File: config.mk
export PLATFORM = sky130hd
export DESIGN_NAME = presample_ctrl
export DESIGN_NICKNAME = d
export VERILOG_FILES = /design/src/logic/capture_ctrl_pkg.sv /design/src/logic/presample_ctrl.sv
export SDC_FILE = /design/constraint.sdc
export NUM_CORES = 1
export LEC_CHECK = 0
export BUFFER_PORTS_ARGS = -buffer_cell sky130_fd_sc_hd__buf_2
export CAP_MARGIN = 25
export CORE_AREA = 2 2 71 73
export CTS_BUF_LIST = sky130_fd_sc_hd__clkbuf_4
export CTS_CLUSTER_SIZE = 12
export DETAILED_ROUTE_END_ITERATION = 10
export DIE_AREA = 0 0 73 75
export GPL_TIMING_DRIVEN = 0
export MAX_ROUTING_LAYER = met4
export PLACE_DENSITY = 0.65
export RECOVER_POWER = 100
export SYNTH_ARGS = -nofsm -noshare
export SYNTH_HDL_FRONTEND = slang
export SYNTH_SLANG_ARGS = --single-unit
File: constraint.sdc
create_clock -name adc_sampleclk -period 2.69 [get_ports adc_sampleclk]
set_input_delay 0.269 -clock adc_sampleclk [delete_from_list [all_inputs] [get_ports adc_sampleclk]]
set_output_delay 0.269 -clock adc_sampleclk [all_outputs]
set_load 0.01 [all_outputs]
File: src/logic/capture_ctrl_pkg.sv
package capture_ctrl_pkg;

    // capture sequencing
    //   IDLE             nothing written to the fast FIFO
    //   PRESAMP_FILLING  armed, pretrigger window still growing
    //   PRESAMP_FULL     window full, one discard per write
    //   TRIGGERED        fast FIFO drains into the packer
    typedef enum logic [1:0] {
        IDLE            = 2'd0,
        PRESAMP_FILLING = 2'd1,
        PRESAMP_FULL    = 2'd2,
        TRIGGERED       = 2'd3
    } capture_state_t;

    // presample count, must stay below the fast FIFO depth
    localparam int PRESAMPLE_W = 10;

    // samples skipped between kept ones
    localparam int DOWNSAMPLE_W = 13;

endpackage

File: src/logic/presample_ctrl.sv
module presample_ctrl (
    input  logic                                     adc_sampleclk,
    input  logic                                     reset,
    input  logic                                     arm_i,
    input  logic                                     adc_capture_go_i,
    input  logic                                     adc_write_mask_i,
    input  logic [capture_ctrl_pkg::DOWNSAMPLE_W-1:0] downsample_i,
    input  logic [capture_ctrl_pkg::PRESAMPLE_W-1:0]  presample_i,
    input  logic                                     fast_full_i,
    input  logic                                     fast_empty_i,
    input  logic                                     slow_full_i,
    output logic                                     arm_flush_o,
    output logic                                     fast_wr_o,
    output logic                                     fast_rd_o,
    output logic                                     sample_take_o,
    output logic                                     adc_capture_stop_o
);

    capture_ctrl_pkg::capture_state_t state;

    logic                                     arm_r;
    logic                                     arm_r2;
    logic [capture_ctrl_pkg::DOWNSAMPLE_W-1:0] downsample_ctr;
    logic                                     downsample_mark;
    logic [capture_ctrl_pkg::PRESAMPLE_W-1:0]  presample_cnt;
    logic                                     kept_read;
    logic                                     discard_read;

    // arm edge, pulse lands two cycles after arm_i rises
    always_ff @(posedge adc_sampleclk) begin
        if (reset) begin
            arm_r       <= 1'b0;
            arm_r2      <= 1'b0;
            arm_flush_o <= 1'b0;
        end else begin
            arm_r       <= arm_i;
            arm_r2      <= arm_r;
            arm_flush_o <= arm_r && !arm_r2;
        end
    end

    // keeps one sample in every downsample_i+1
    always_ff @(posedge adc_sampleclk) begin
        if (reset || arm_flush_o || state == capture_ctrl_pkg::IDLE) begin
            downsample_ctr  <= '0;
            downsample_mark <= 1'b0;
        end else if (downsample_ctr == downsample_i) begin
            downsample_ctr  <= '0;
            downsample_mark <= 1'b1;
        end else begin
            downsample_ctr  <= downsample_ctr + 1'b1;
            downsample_mark <= 1'b0;
        end
    end

    assign fast_wr_o = downsample_mark && adc_write_mask_i && !fast_full_i &&
                       (state != capture_ctrl_pkg::IDLE);

    // after trigger every available sample goes to the packer
    assign kept_read = (state == capture_ctrl_pkg::TRIGGERED) && !fast_empty_i && !slow_full_i;

    // pretrigger window slides, oldest sample dropped per new one
    assign discard_read = (state == capture_ctrl_pkg::PRESAMP_FULL) && fast_wr_o &&
                          !adc_capture_go_i && !fast_empty_i;

    assign fast_rd_o     = kept_read || discard_read;
    assign sample_take_o = kept_read;

    always_ff @(posedge adc_sampleclk) begin
        if (reset) begin
            state         <= capture_ctrl_pkg::IDLE;
            presample_cnt <= '0;
        end else begin
            case (state)
                capture_ctrl_pkg::IDLE: begin
                    presample_cnt <= '0;
                    if (arm_i) begin
                        state <= capture_ctrl_pkg::PRESAMP_FILLING;
                    end else if (adc_capture_go_i) begin
                        state <= capture_ctrl_pkg::TRIGGERED;
                    end
                end
                capture_ctrl_pkg::PRESAMP_FILLING: begin
                    if (arm_flush_o) begin  // FIFO just cleared, count again
                        presample_cnt <= '0;
                    end else if (adc_capture_go_i) begin
                        state <= capture_ctrl_pkg::TRIGGERED;
                    end else if (fast_wr_o) begin
                        presample_cnt <= presample_cnt + 1'b1;
                        if (presample_cnt + 1'b1 >= presample_i) begin
                            state <= capture_ctrl_pkg::PRESAMP_FULL;
                        end
                    end
                end
                capture_ctrl_pkg::PRESAMP_FULL: begin
                    if (arm_flush_o) begin
                        presample_cnt <= '0;
                        state         <= capture_ctrl_pkg::PRESAMP_FILLING;
                    end else if (adc_capture_go_i) begin
                        state <= capture_ctrl_pkg::TRIGGERED;
                    end
                end
                capture_ctrl_pkg::TRIGGERED: begin
                    if (!adc_capture_go_i) begin
                        state <= capture_ctrl_pkg::IDLE;
                    end
                end
                default: state <= capture_ctrl_pkg::IDLE;
            endcase
        end
    end

    // word FIFO backed up while capturing
    always_ff @(posedge adc_sampleclk) begin
        if (reset) begin
            adc_capture_stop_o <= 1'b0;
        end else begin
            adc_capture_stop_o <= (state == capture_ctrl_pkg::TRIGGERED) && slow_full_i;
        end
    end

endmodule

==> Yosys cells after proc, flatten, opt, wreduce, memory -nomap -nowiden <==
Index checks and enable logic that the tools add are counted.
{ "classes": {"eq_ne": 11, "magnitude_cmp": 1, "n_reduce_logical": 24, "muxes": 15, "addsub": 2} }
{ "op_table": {"columns": ["op", "count"], "rows": [
  ["$mux W10", 4],
  ["$pmux W10 S3", 1],
  ["$mux W2", 8],
  ["$add A13 B1 Y13 const B", 1],
  ["$eq A13 B13 Y1", 1],
  ["$ne A3 B3 Y1 const B", 4],
  ["$add A10 B1 Y10 const B", 1],
  ["$ge A10 B10 Y1", 1],
  ["$logic_and A1 B1 Y1", 10],
  ["$pmux W2 S4", 1],
  ["$reduce_and A4 Y1", 2],
  ["$ne A2 B2 Y1 const B", 3],
  ["$logic_not A1 Y1", 5],
  ["$eq A2 B2 Y1 const B", 2],
  ["$logic_or A1 B1 Y1", 3],
  ["$reduce_bool A3 Y1", 1],
  ["$eq A2 B1 Y1 const B", 1],
  ["$logic_not A2 Y1", 1],
  ["$reduce_bool A2 Y1", 1],
  ["$reduce_or A2 Y1", 1],
  ["$mux W1", 1]
]} }
{ "totals": {"reg_bits": 30, "output_inout_bits": 5, "in_bits": 31, "elab_cells": 61} }

==> Longest topological paths before layout <==
Gate-level depths: netlist of the first run.
{ "depth": {"word_depth": 7, "mapped_depth": 10, "depth_no_buf": 10} }

==> Worst setup path after synthesis of the first run <==
No wires, ideal clock.
{ "synth_timing": {"kind": "register -> register", "start": "reg presample_cnt[0] (netlist bit)", "end": "reg state[1]", "path_buffers": 0, "arrival_time_ns": 2.144, "slack_ns": 0.429, "path_stages_with_launch": 11, "setup_ns": 0.117, "t_required_ns": 2.573, "synth_period_minus_slack_ns": 2.261, "cell_sequence": "dfxtp_1 -> ha_1 -> nand3_1 -> nor3_1 -> xor2_1 -> ha_1 -> nand2_1 -> nor2_1 -> a311oi_1 -> o21ai_0 -> a32o_1"} }
{ "synth_via": {"elab_chain_len": 4} }
{ "synth_rtl": {"columns": ["item", "line_no", "rtl"], "rows": [
  ["start, declared", "presample_ctrl.sv:25", "logic [capture_ctrl_pkg::PRESAMPLE_W-1:0] presample_cnt;"],
  ["start signal, assigned", "presample_ctrl.sv:89", "presample_cnt <= presample_cnt + 1'b1;"],
  ["$add A10 B1 Y10", "presample_ctrl.sv:90", "if (presample_cnt + 1'b1 >= presample_i) begin"],
  ["$ge A10 B10 Y1", "presample_ctrl.sv:90", null],
  ["$ne A3 B3 Y1 (no line)", null, null],
  ["$reduce_and A4 Y1 (no line)", null, null],
  ["end signal, assigned", "presample_ctrl.sv:87", "state <= capture_ctrl_pkg::TRIGGERED;"],
  ["end signal, assigned", "presample_ctrl.sv:91", "state <= capture_ctrl_pkg::PRESAMP_FULL;"],
  ["end signal, assigned", "presample_ctrl.sv:98", "state <= capture_ctrl_pkg::PRESAMP_FILLING;"],
  ["end, declared", "presample_ctrl.sv:19", "capture_ctrl_pkg::capture_state_t state;"]
]} }
No other way between the ends.
A chain may end at the register's enable or synchronous reset.

==> Final worst setup path of the first run <==
{ "layout_timing": {"start": "reg presample_cnt[2] (netlist bit)", "end": "reg state[1]"} }
Same word-level chain as after synthesis.

==> results of run 1 <==
-- state kept, by name, indices dropped and copies added (netlist names) --
register / cells
adc_capture_stop_o: 1
arm_flush_o: 1
arm_r: 1
arm_r2: 1
downsample_ctr: 13
downsample_mark: 1
presample_cnt: 10
state: 2
-- metal layers --
metal | routed length (um) | track usage (%) | up-vias
met5 | 0 | - | -
met4 | 47 | 4.938 | 0
met3 | 183 | 4.016 | 4
met2 | 1708 | 24.02 | 42
met1 | 1751 | 20.15 | 683
li1 | - | - | 832
-- logic make-up after synthesis --
family / after synthesis / synth area share, %
adders and majority gates: 12 / 8.293
muxes: 3 / 1.728
xor gates and xnor gates: 32 / 15.48
buffers and inverters: 20 / 4.215
and+or+nand+nor: 91 / 26.68
AOI/OAI and AO/OA: 32 / 10.44
DFF: 30 / 33.17
-- worst max-delay path: stages, from the launching register on --
cell	delay (ps)
dfxtp_1	460
nand4_2	180
nor3_4	310
nand3_2	130
xnor2_1	140
ha_1	290
nand2_1	90
nor2_1	70
a311oi_1	240
o21ai_0	160
a32o_1	240
-- per-stage QoR --
stage / total power [mW] / instance area, um^2 / utilization [%] / std cells
2_1_floorplan: 0.5704 / 1810 / - / 220
3_3_place_gp: 0.6229 / 2048 / 43.95 / 308
6_report: 0.8562 / 2103 / 45.13 / 316
4_1_cts: 0.8726 / 2097 / 44.99 / 316
5_1_grt: 0.9097 / 2103 / 45.13 / 316
3_5_place_dp: 0.6235 / 2048 / 43.95 / 308
-- layout make-up --
| cell class | count | area, um^2 |
|---|---|---|
| well taps | 54 | 67.56 |
| fillers | 454 | 2557 |
| plain buffers | 7 | 26.28 |
| clock inverters | 3 | 11.26 |
| inverters | 13 | 48.80 |
| repair buffers | 34 | 163.9 |
| flip-flops and latches | 30 | 601.8 |
| clock buffers | 5 | 37.54 |
| multi-input cells | 170 | 1146 |
-- worst max path at each step --
stage / to / cells after the start
after floorplan: state[1] / 10
after global placement: state[1] / 10
after detailed placement: state[1] / 10
after CTS: state[1] / 10
after global routing: state[1] / 10
final: state[1] / 10
-- power by group through the flow --
stage / clock (mW) / sequential, mW / combinational [mW]
2_1_floorplan: 0 / 0.472 / 0.0981
3_3_place_gp: 0 / 0.473 / 0.149
3_5_place_dp: 0 / 0.474 / 0.150
4_1_cts: 0.259 / 0.463 / 0.151
5_1_grt: 0.275 / 0.465 / 0.170
6_report: 0.244 / 0.464 / 0.148
-- layout by cell type, fill, tap and decap left out, drive strengths merged, types with 5 or more instances in the layout --
cell type / Yosys / layout
a21oi: 13 / 13
and3: 8 / 8
buf: 1 / 29
clkbuf: 6 / 17
dfxtp: 30 / 30
ha: 12 / 12
inv: 12 / 12
nand2: 16 / 16
nand3: 6 / 6
nor2: 30 / 30
nor2b: 7 / 7
nor3: 5 / 5
o21ai: 10 / 10
xnor2: 19 / 19
xor2: 13 / 13
-- repair_timing --
action | 4_1_cts | 5_1_grt
endpoints found under the setup margin | 0 | 2
setup buffers | 0 | 0
gates resized for setup | 0 | 4
==> flow_metrics.env, run 1 <==
export IMPL_final_net_count=304
export IMPL_yosysTopAreaCellShare_pct=33.17
export IMPL_final_min_clock_period_ps=2406
export IMPL_critical_path_class="reg2reg"
export IMPL_yosysTopAreaCell="dfxtp_1"
export IMPL_sw_frac_of_total_pct=28.41
export IMPL_clock_tree_htree_level_count=2
export IMPL_wl_mm=3.690
export IMPL_grt_start_max_net_pins=11
export IMPL_fin_setup_tns_ps=0
export IMPL_cts_root_buffer="clkbuf_4"
export IMPL_diodes=0
export IMPL_cts_hold_buffers=0
export IMPL_setup_viol=0
export IMPL_drv_slew=0
export IMPL_final_layout_worst_hold_slack_ps=200.1
export IMPL_power_combinational_fraction_pct=17.3
export IMPL_global_route_overflow_total=0
export IMPL_wire_per_inst_um=11.68
export IMPL_crit_arrival_ps=2630
export IMPL_worstSetupStartpointType="flip-flop"
export IMPL_yosys_register_bits=30
export IMPL_worstMarginPinSlew_ps=566.3
export IMPL_path_max_fanout=6
export IMPL_cellInternalPower_mw=0.6130
export IMPL_final_gp_congestion=0.7567
export IMPL_net_switching_power_mw=0.2432
export IMPL_synth_common_cells="dfxtp_1 (30), nor2_1 (30), xnor2_1 (19)"
export IMPL_die_h_um=75
export IMPL_antenna_violations_before_repair=0
export IMPL_initialDrtViolationCount=112
export IMPL_max_clock_freq_mhz=415.6
export IMPL_hold_end="adc_capture_stop_o"
export IMPL_timing_slew_headroom_pct=62.11
export IMPL_clock_skew_final_ps=7.432
export IMPL_design_die_area_mm2=0.005475
export IMPL_post_route_cells_drive_above_1_share_pct=16.03
export IMPL_route_detailed_vias_per_inst=4.940
export IMPL_pwr_share_clk_pct=28.6
export IMPL_whs_path_depth=2
export IMPL_synth_cell_type_count=39
export IMPL_timing_final_crit_share_pct=89.45
export IMPL_post_synth_main_area_contributors="dfxtp_1 (33%), xnor2_1 (9.2%), ha_1 (8.3%)"
export IMPL_ir_drop_mv=0.2493
export IMPL_synth_seq_area_share_pct=33.17
export IMPL_start_util_pct=38.85
export IMPL_port_buffers=34
export IMPL_ctsLongestPathBuffers=2
export IMPL_leakagePower_nw=0.9018
export IMPL_grt_pass1_wl_mm=6.313
export IMPL_setup_reg_to_reg_worst_slack_ps=280
export IMPL_drcViolationCount=0
export IMPL_tritoncts_clock_tree="yes"
export IMPL_post_synth_instance_area_mm2=0.001810
export IMPL_synth_enable_flop_cells=0
export IMPL_synthToLayoutAreaGrowth_pct=16.17
export IMPL_die_width_um=73
export IMPL_ant_nets=0
export IMPL_yosysWarningCount=0
export IMPL_seq_power_share_pct=54.1
export IMPL_holdCritPathClass="in2reg"
export IMPL_setup_slack_ps=283.8
export IMPL_rr_endpoint="state[1]"
export IMPL_run_status="finished clean"
export IMPL_cts_sinks=30
export IMPL_maxCapViolCount=0
export IMPL_end_kind="flip-flop"
export IMPL_clk_pin_slew_worst_paths_ps=90
export IMPL_via_count=1561
export IMPL_placementRows=25
export IMPL_syn_num_nets=263
export IMPL_first_pass_iters=4
export IMPL_ios=36
export IMPL_post_synth_cell_area_avg_um2=8.229
export IMPL_placeableCoreArea_mm2=0.004661
export IMPL_number_of_failing_hold_endpoints_at_the_final_stage=0
export IMPL_hold_path_startpoint="slow_full_i"
export IMPL_p_per_area_mw_per_mm2=407.1
export IMPL_worst_endpoint_required_ps=2910
export IMPL_cts_buffers=5
export IMPL_worst_setup_path_startpoint="presample_cnt[2]"
export IMPL_insertion_delay_ps=320
export IMPL_worstReg2RegStart="presample_cnt[2]"
export IMPL_rr_worst_depth=10
export IMPL_detailed_place_hpwl_mm=2.867
export IMPL_netlist_instances=220
export IMPL_pre_cts_slack_ps=146.2
export IMPL_async_reset_ff_share_pct=0
export IMPL_rsz_0062_raised_after_global_routing="false"
export IMPL_ys_dominant_reg_cell="dfxtp_1"
export IMPL_grt_pass1_vias=1419
export IMPL_grt_use_total_pct=15.63
Note: power is estimated with default switching activity, not from simulation.
==> inputs of run 2 (changes only) <==
--- a/config.mk
+++ b/config.mk
@@ -14,7 +14,7 @@
 export DIE_AREA = 0 0 73 75
 export GPL_TIMING_DRIVEN = 0
 export MAX_ROUTING_LAYER = met4
-export PLACE_DENSITY = 0.65
+export PLACE_DENSITY = 0.62
 export RECOVER_POWER = 100
 export SYNTH_ARGS = -nofsm -noshare
 export SYNTH_HDL_FRONTEND = slang
==> run 2 against run 1 <==
Against the previous run:
- design area up 0.59%
- global-route usage down 0.70 points
- setup slack worse by 100 ps
- core utilization up 0.27 points
- combinational power about the same
- non-clock buffer count up 1
- critical path type unchanged
- critical endpoint unchanged
- largest cell class unchanged
- largest power group unchanged
==> flow_metrics.env, run 2 (synthesis gave the netlist of run 1 again) <==
export IMPL_wl_mm=3.597
export IMPL_final_cell_area_mm2=0.002116
export IMPL_rr_endpoint="state[1]"
export IMPL_post_route_cells_drive_above_1_share_pct=17.11
export IMPL_seq_power_share_pct=53.8
export IMPL_cts_sinks=30
export IMPL_ios=36
export IMPL_grt_pass1_wl_mm=6.072
export IMPL_via_count=1558
export IMPL_run_status="finished clean"
export IMPL_grt_pass1_vias=1413
export IMPL_crit_arrival_ps=2730
export IMPL_pwr_share_clk_pct=29.2
export IMPL_worstSetupStartpointType="flip-flop"
export IMPL_timing_slew_headroom_pct=62.00
export IMPL_holdCritPathClass="in2reg"
export IMPL_grt_start_max_net_pins=11
export IMPL_path_max_fanout=5
export IMPL_final_min_clock_period_ps=2506
export IMPL_grtUsageMet3_pct=4.016
export IMPL_ctsLongestPathBuffers=2
export IMPL_ant_nets=0
export IMPL_design_die_area_mm2=0.005475
export IMPL_pre_cts_slack_ps=45.82
export IMPL_final_gp_congestion=0.7260
export IMPL_sw_frac_of_total_pct=28.46
export IMPL_start_util_pct=38.85
export IMPL_final_net_count=305
export IMPL_drv_slew=0
export IMPL_p_per_area_mw_per_mm2=407.7
export IMPL_placeableCoreArea_mm2=0.004661
export IMPL_ir_drop_mv=0.2147
export IMPL_rr_worst_depth=10
export IMPL_clock_tree_htree_level_count=2
export IMPL_grt_use_met2_pct=24.12
export IMPL_grtUsageMet1_pct=18.09
export IMPL_cts_hold_buffers=0
export IMPL_final_common_cell="nor2_1"
export IMPL_global_route_overflow_total=0
export IMPL_die_h_um=75
export IMPL_net_switching_power_mw=0.2456
export IMPL_insertion_delay_ps=320
export IMPL_largest_register_ffs=13
export IMPL_setup_slack_ps=183.5
export IMPL_route_detailed_vias_per_inst=4.915
export IMPL_diodes=0
export IMPL_cts_buffers=5
export IMPL_antenna_violations_before_repair=0
export IMPL_grt_use_total_pct=14.94
export IMPL_postLayoutCoreUtil_pct=45.40
export IMPL_worstReg2RegStart="presample_cnt[1]"
export IMPL_leakagePower_nw=0.9082
export IMPL_whs_path_depth=2
export IMPL_synthToLayoutAreaGrowth_pct=16.86
export IMPL_worst_endpoint_required_ps=2910
export IMPL_hold_path_startpoint="slow_full_i"
export IMPL_tritoncts_clock_tree="yes"
export IMPL_end_kind="flip-flop"
export IMPL_detailed_place_hpwl_mm=2.803
export IMPL_number_of_failing_hold_endpoints_at_the_final_stage=0
export IMPL_port_buffers=34
export IMPL_hold_end="adc_capture_stop_o"
export IMPL_placementRows=25
export IMPL_cts_root_buffer="clkbuf_4"
export IMPL_top_register="downsample_ctr"
export IMPL_maxCapViolCount=0
export IMPL_setup_reg_to_reg_worst_slack_ps=180
export IMPL_top_usage_layer="met2"
export IMPL_wire_per_inst_um=11.35
export IMPL_setup_viol=0
export IMPL_cellInternalPower_mw=0.6171
export IMPL_die_width_um=73
export IMPL_clock_skew_final_ps=8.237
export IMPL_first_pass_iters=4
export IMPL_initialDrtViolationCount=35
export IMPL_placed_area_mm2=0.002048
export IMPL_drcViolationCount=0
export IMPL_clk_pin_slew_worst_paths_ps=100
export IMPL_timing_final_crit_share_pct=93.18
export IMPL_worstMarginPinSlew_ps=567.9
export IMPL_reg_top3="downsample_ctr (13), presample_cnt (10), state (2)"
export IMPL_critical_path_class="reg2reg"
export IMPL_power_combinational_fraction_pct=17.1
export IMPL_most_common_layout_cells="nor2_1 (30), dfxtp_1 (29), buf_2 (29)"
export IMPL_max_clock_freq_mhz=399.0
run 2: cell type report:
cell class	count	area, um^2
well taps	54	67.56
inverters	13	48.80
repair buffers	35	171.4
clock buffers	5	37.54
fillers	500	2545
plain buffers	7	26.28
clock inverters	3	16.27
flip-flops and latches	30	601.8
multi-input cells	170	1146
run 2: stage by stage:
step	hold WS, ps	setup TNS, ps	instances	power [mW]
after floorplan	367.4	0	220	0.5704
after global placement	371.8	0	308	0.6201
after detailed placement	378.1	0	308	0.6226
after CTS	190.1	0	316	0.8818
after global routing	193.9	-13.46	317	0.9192
final	204.4	0	317	0.8627
run 2: how the worst max path moves through the flow:
stage,start,end
global route,presample_cnt[1],state[1]
global placement,presample_cnt[0],state[1]
finish,presample_cnt[1],state[1]
floorplan,presample_cnt[0],state[1]
detailed placement,presample_cnt[0],state[1]
CTS,presample_cnt[0],state[1]
run 2: what timing repair did:
item	in CTS	in global routing
setup buffers	0	1
endpoints found under the hold margin	0	0
endpoints found under the setup margin	0	2
gates resized for setup	0	4
run 2: layer usage:
layer | routed length (um) | vias up
li1 | - | 830
met1 | 1704 | 700
met2 | 1722 | 23
met3 | 123 | 5
met4 | 48 | 0
met5 | 0 | -
run 2: critical path, stage by stage (launching register included):
cell and delay, ps:
dfxtp_1 410, ha_2 250, nand3_2 150, nor3_2 240, xor2_1 280, ha_1 290, nand2_1 70, nor2_1 60
a311oi_1 230, o21ai_0 170, a32o_1 240
run 2: power groups by stage:
stage	sequential (mW)	clock [mW]	combinational (mW)
6_report	0.464	0.252	0.147
5_1_grt	0.466	0.284	0.169
3_5_place_dp	0.474	0	0.149
3_3_place_gp	0.473	0	0.147
2_1_floorplan	0.472	0	0.0981
4_1_cts	0.463	0.269	0.150
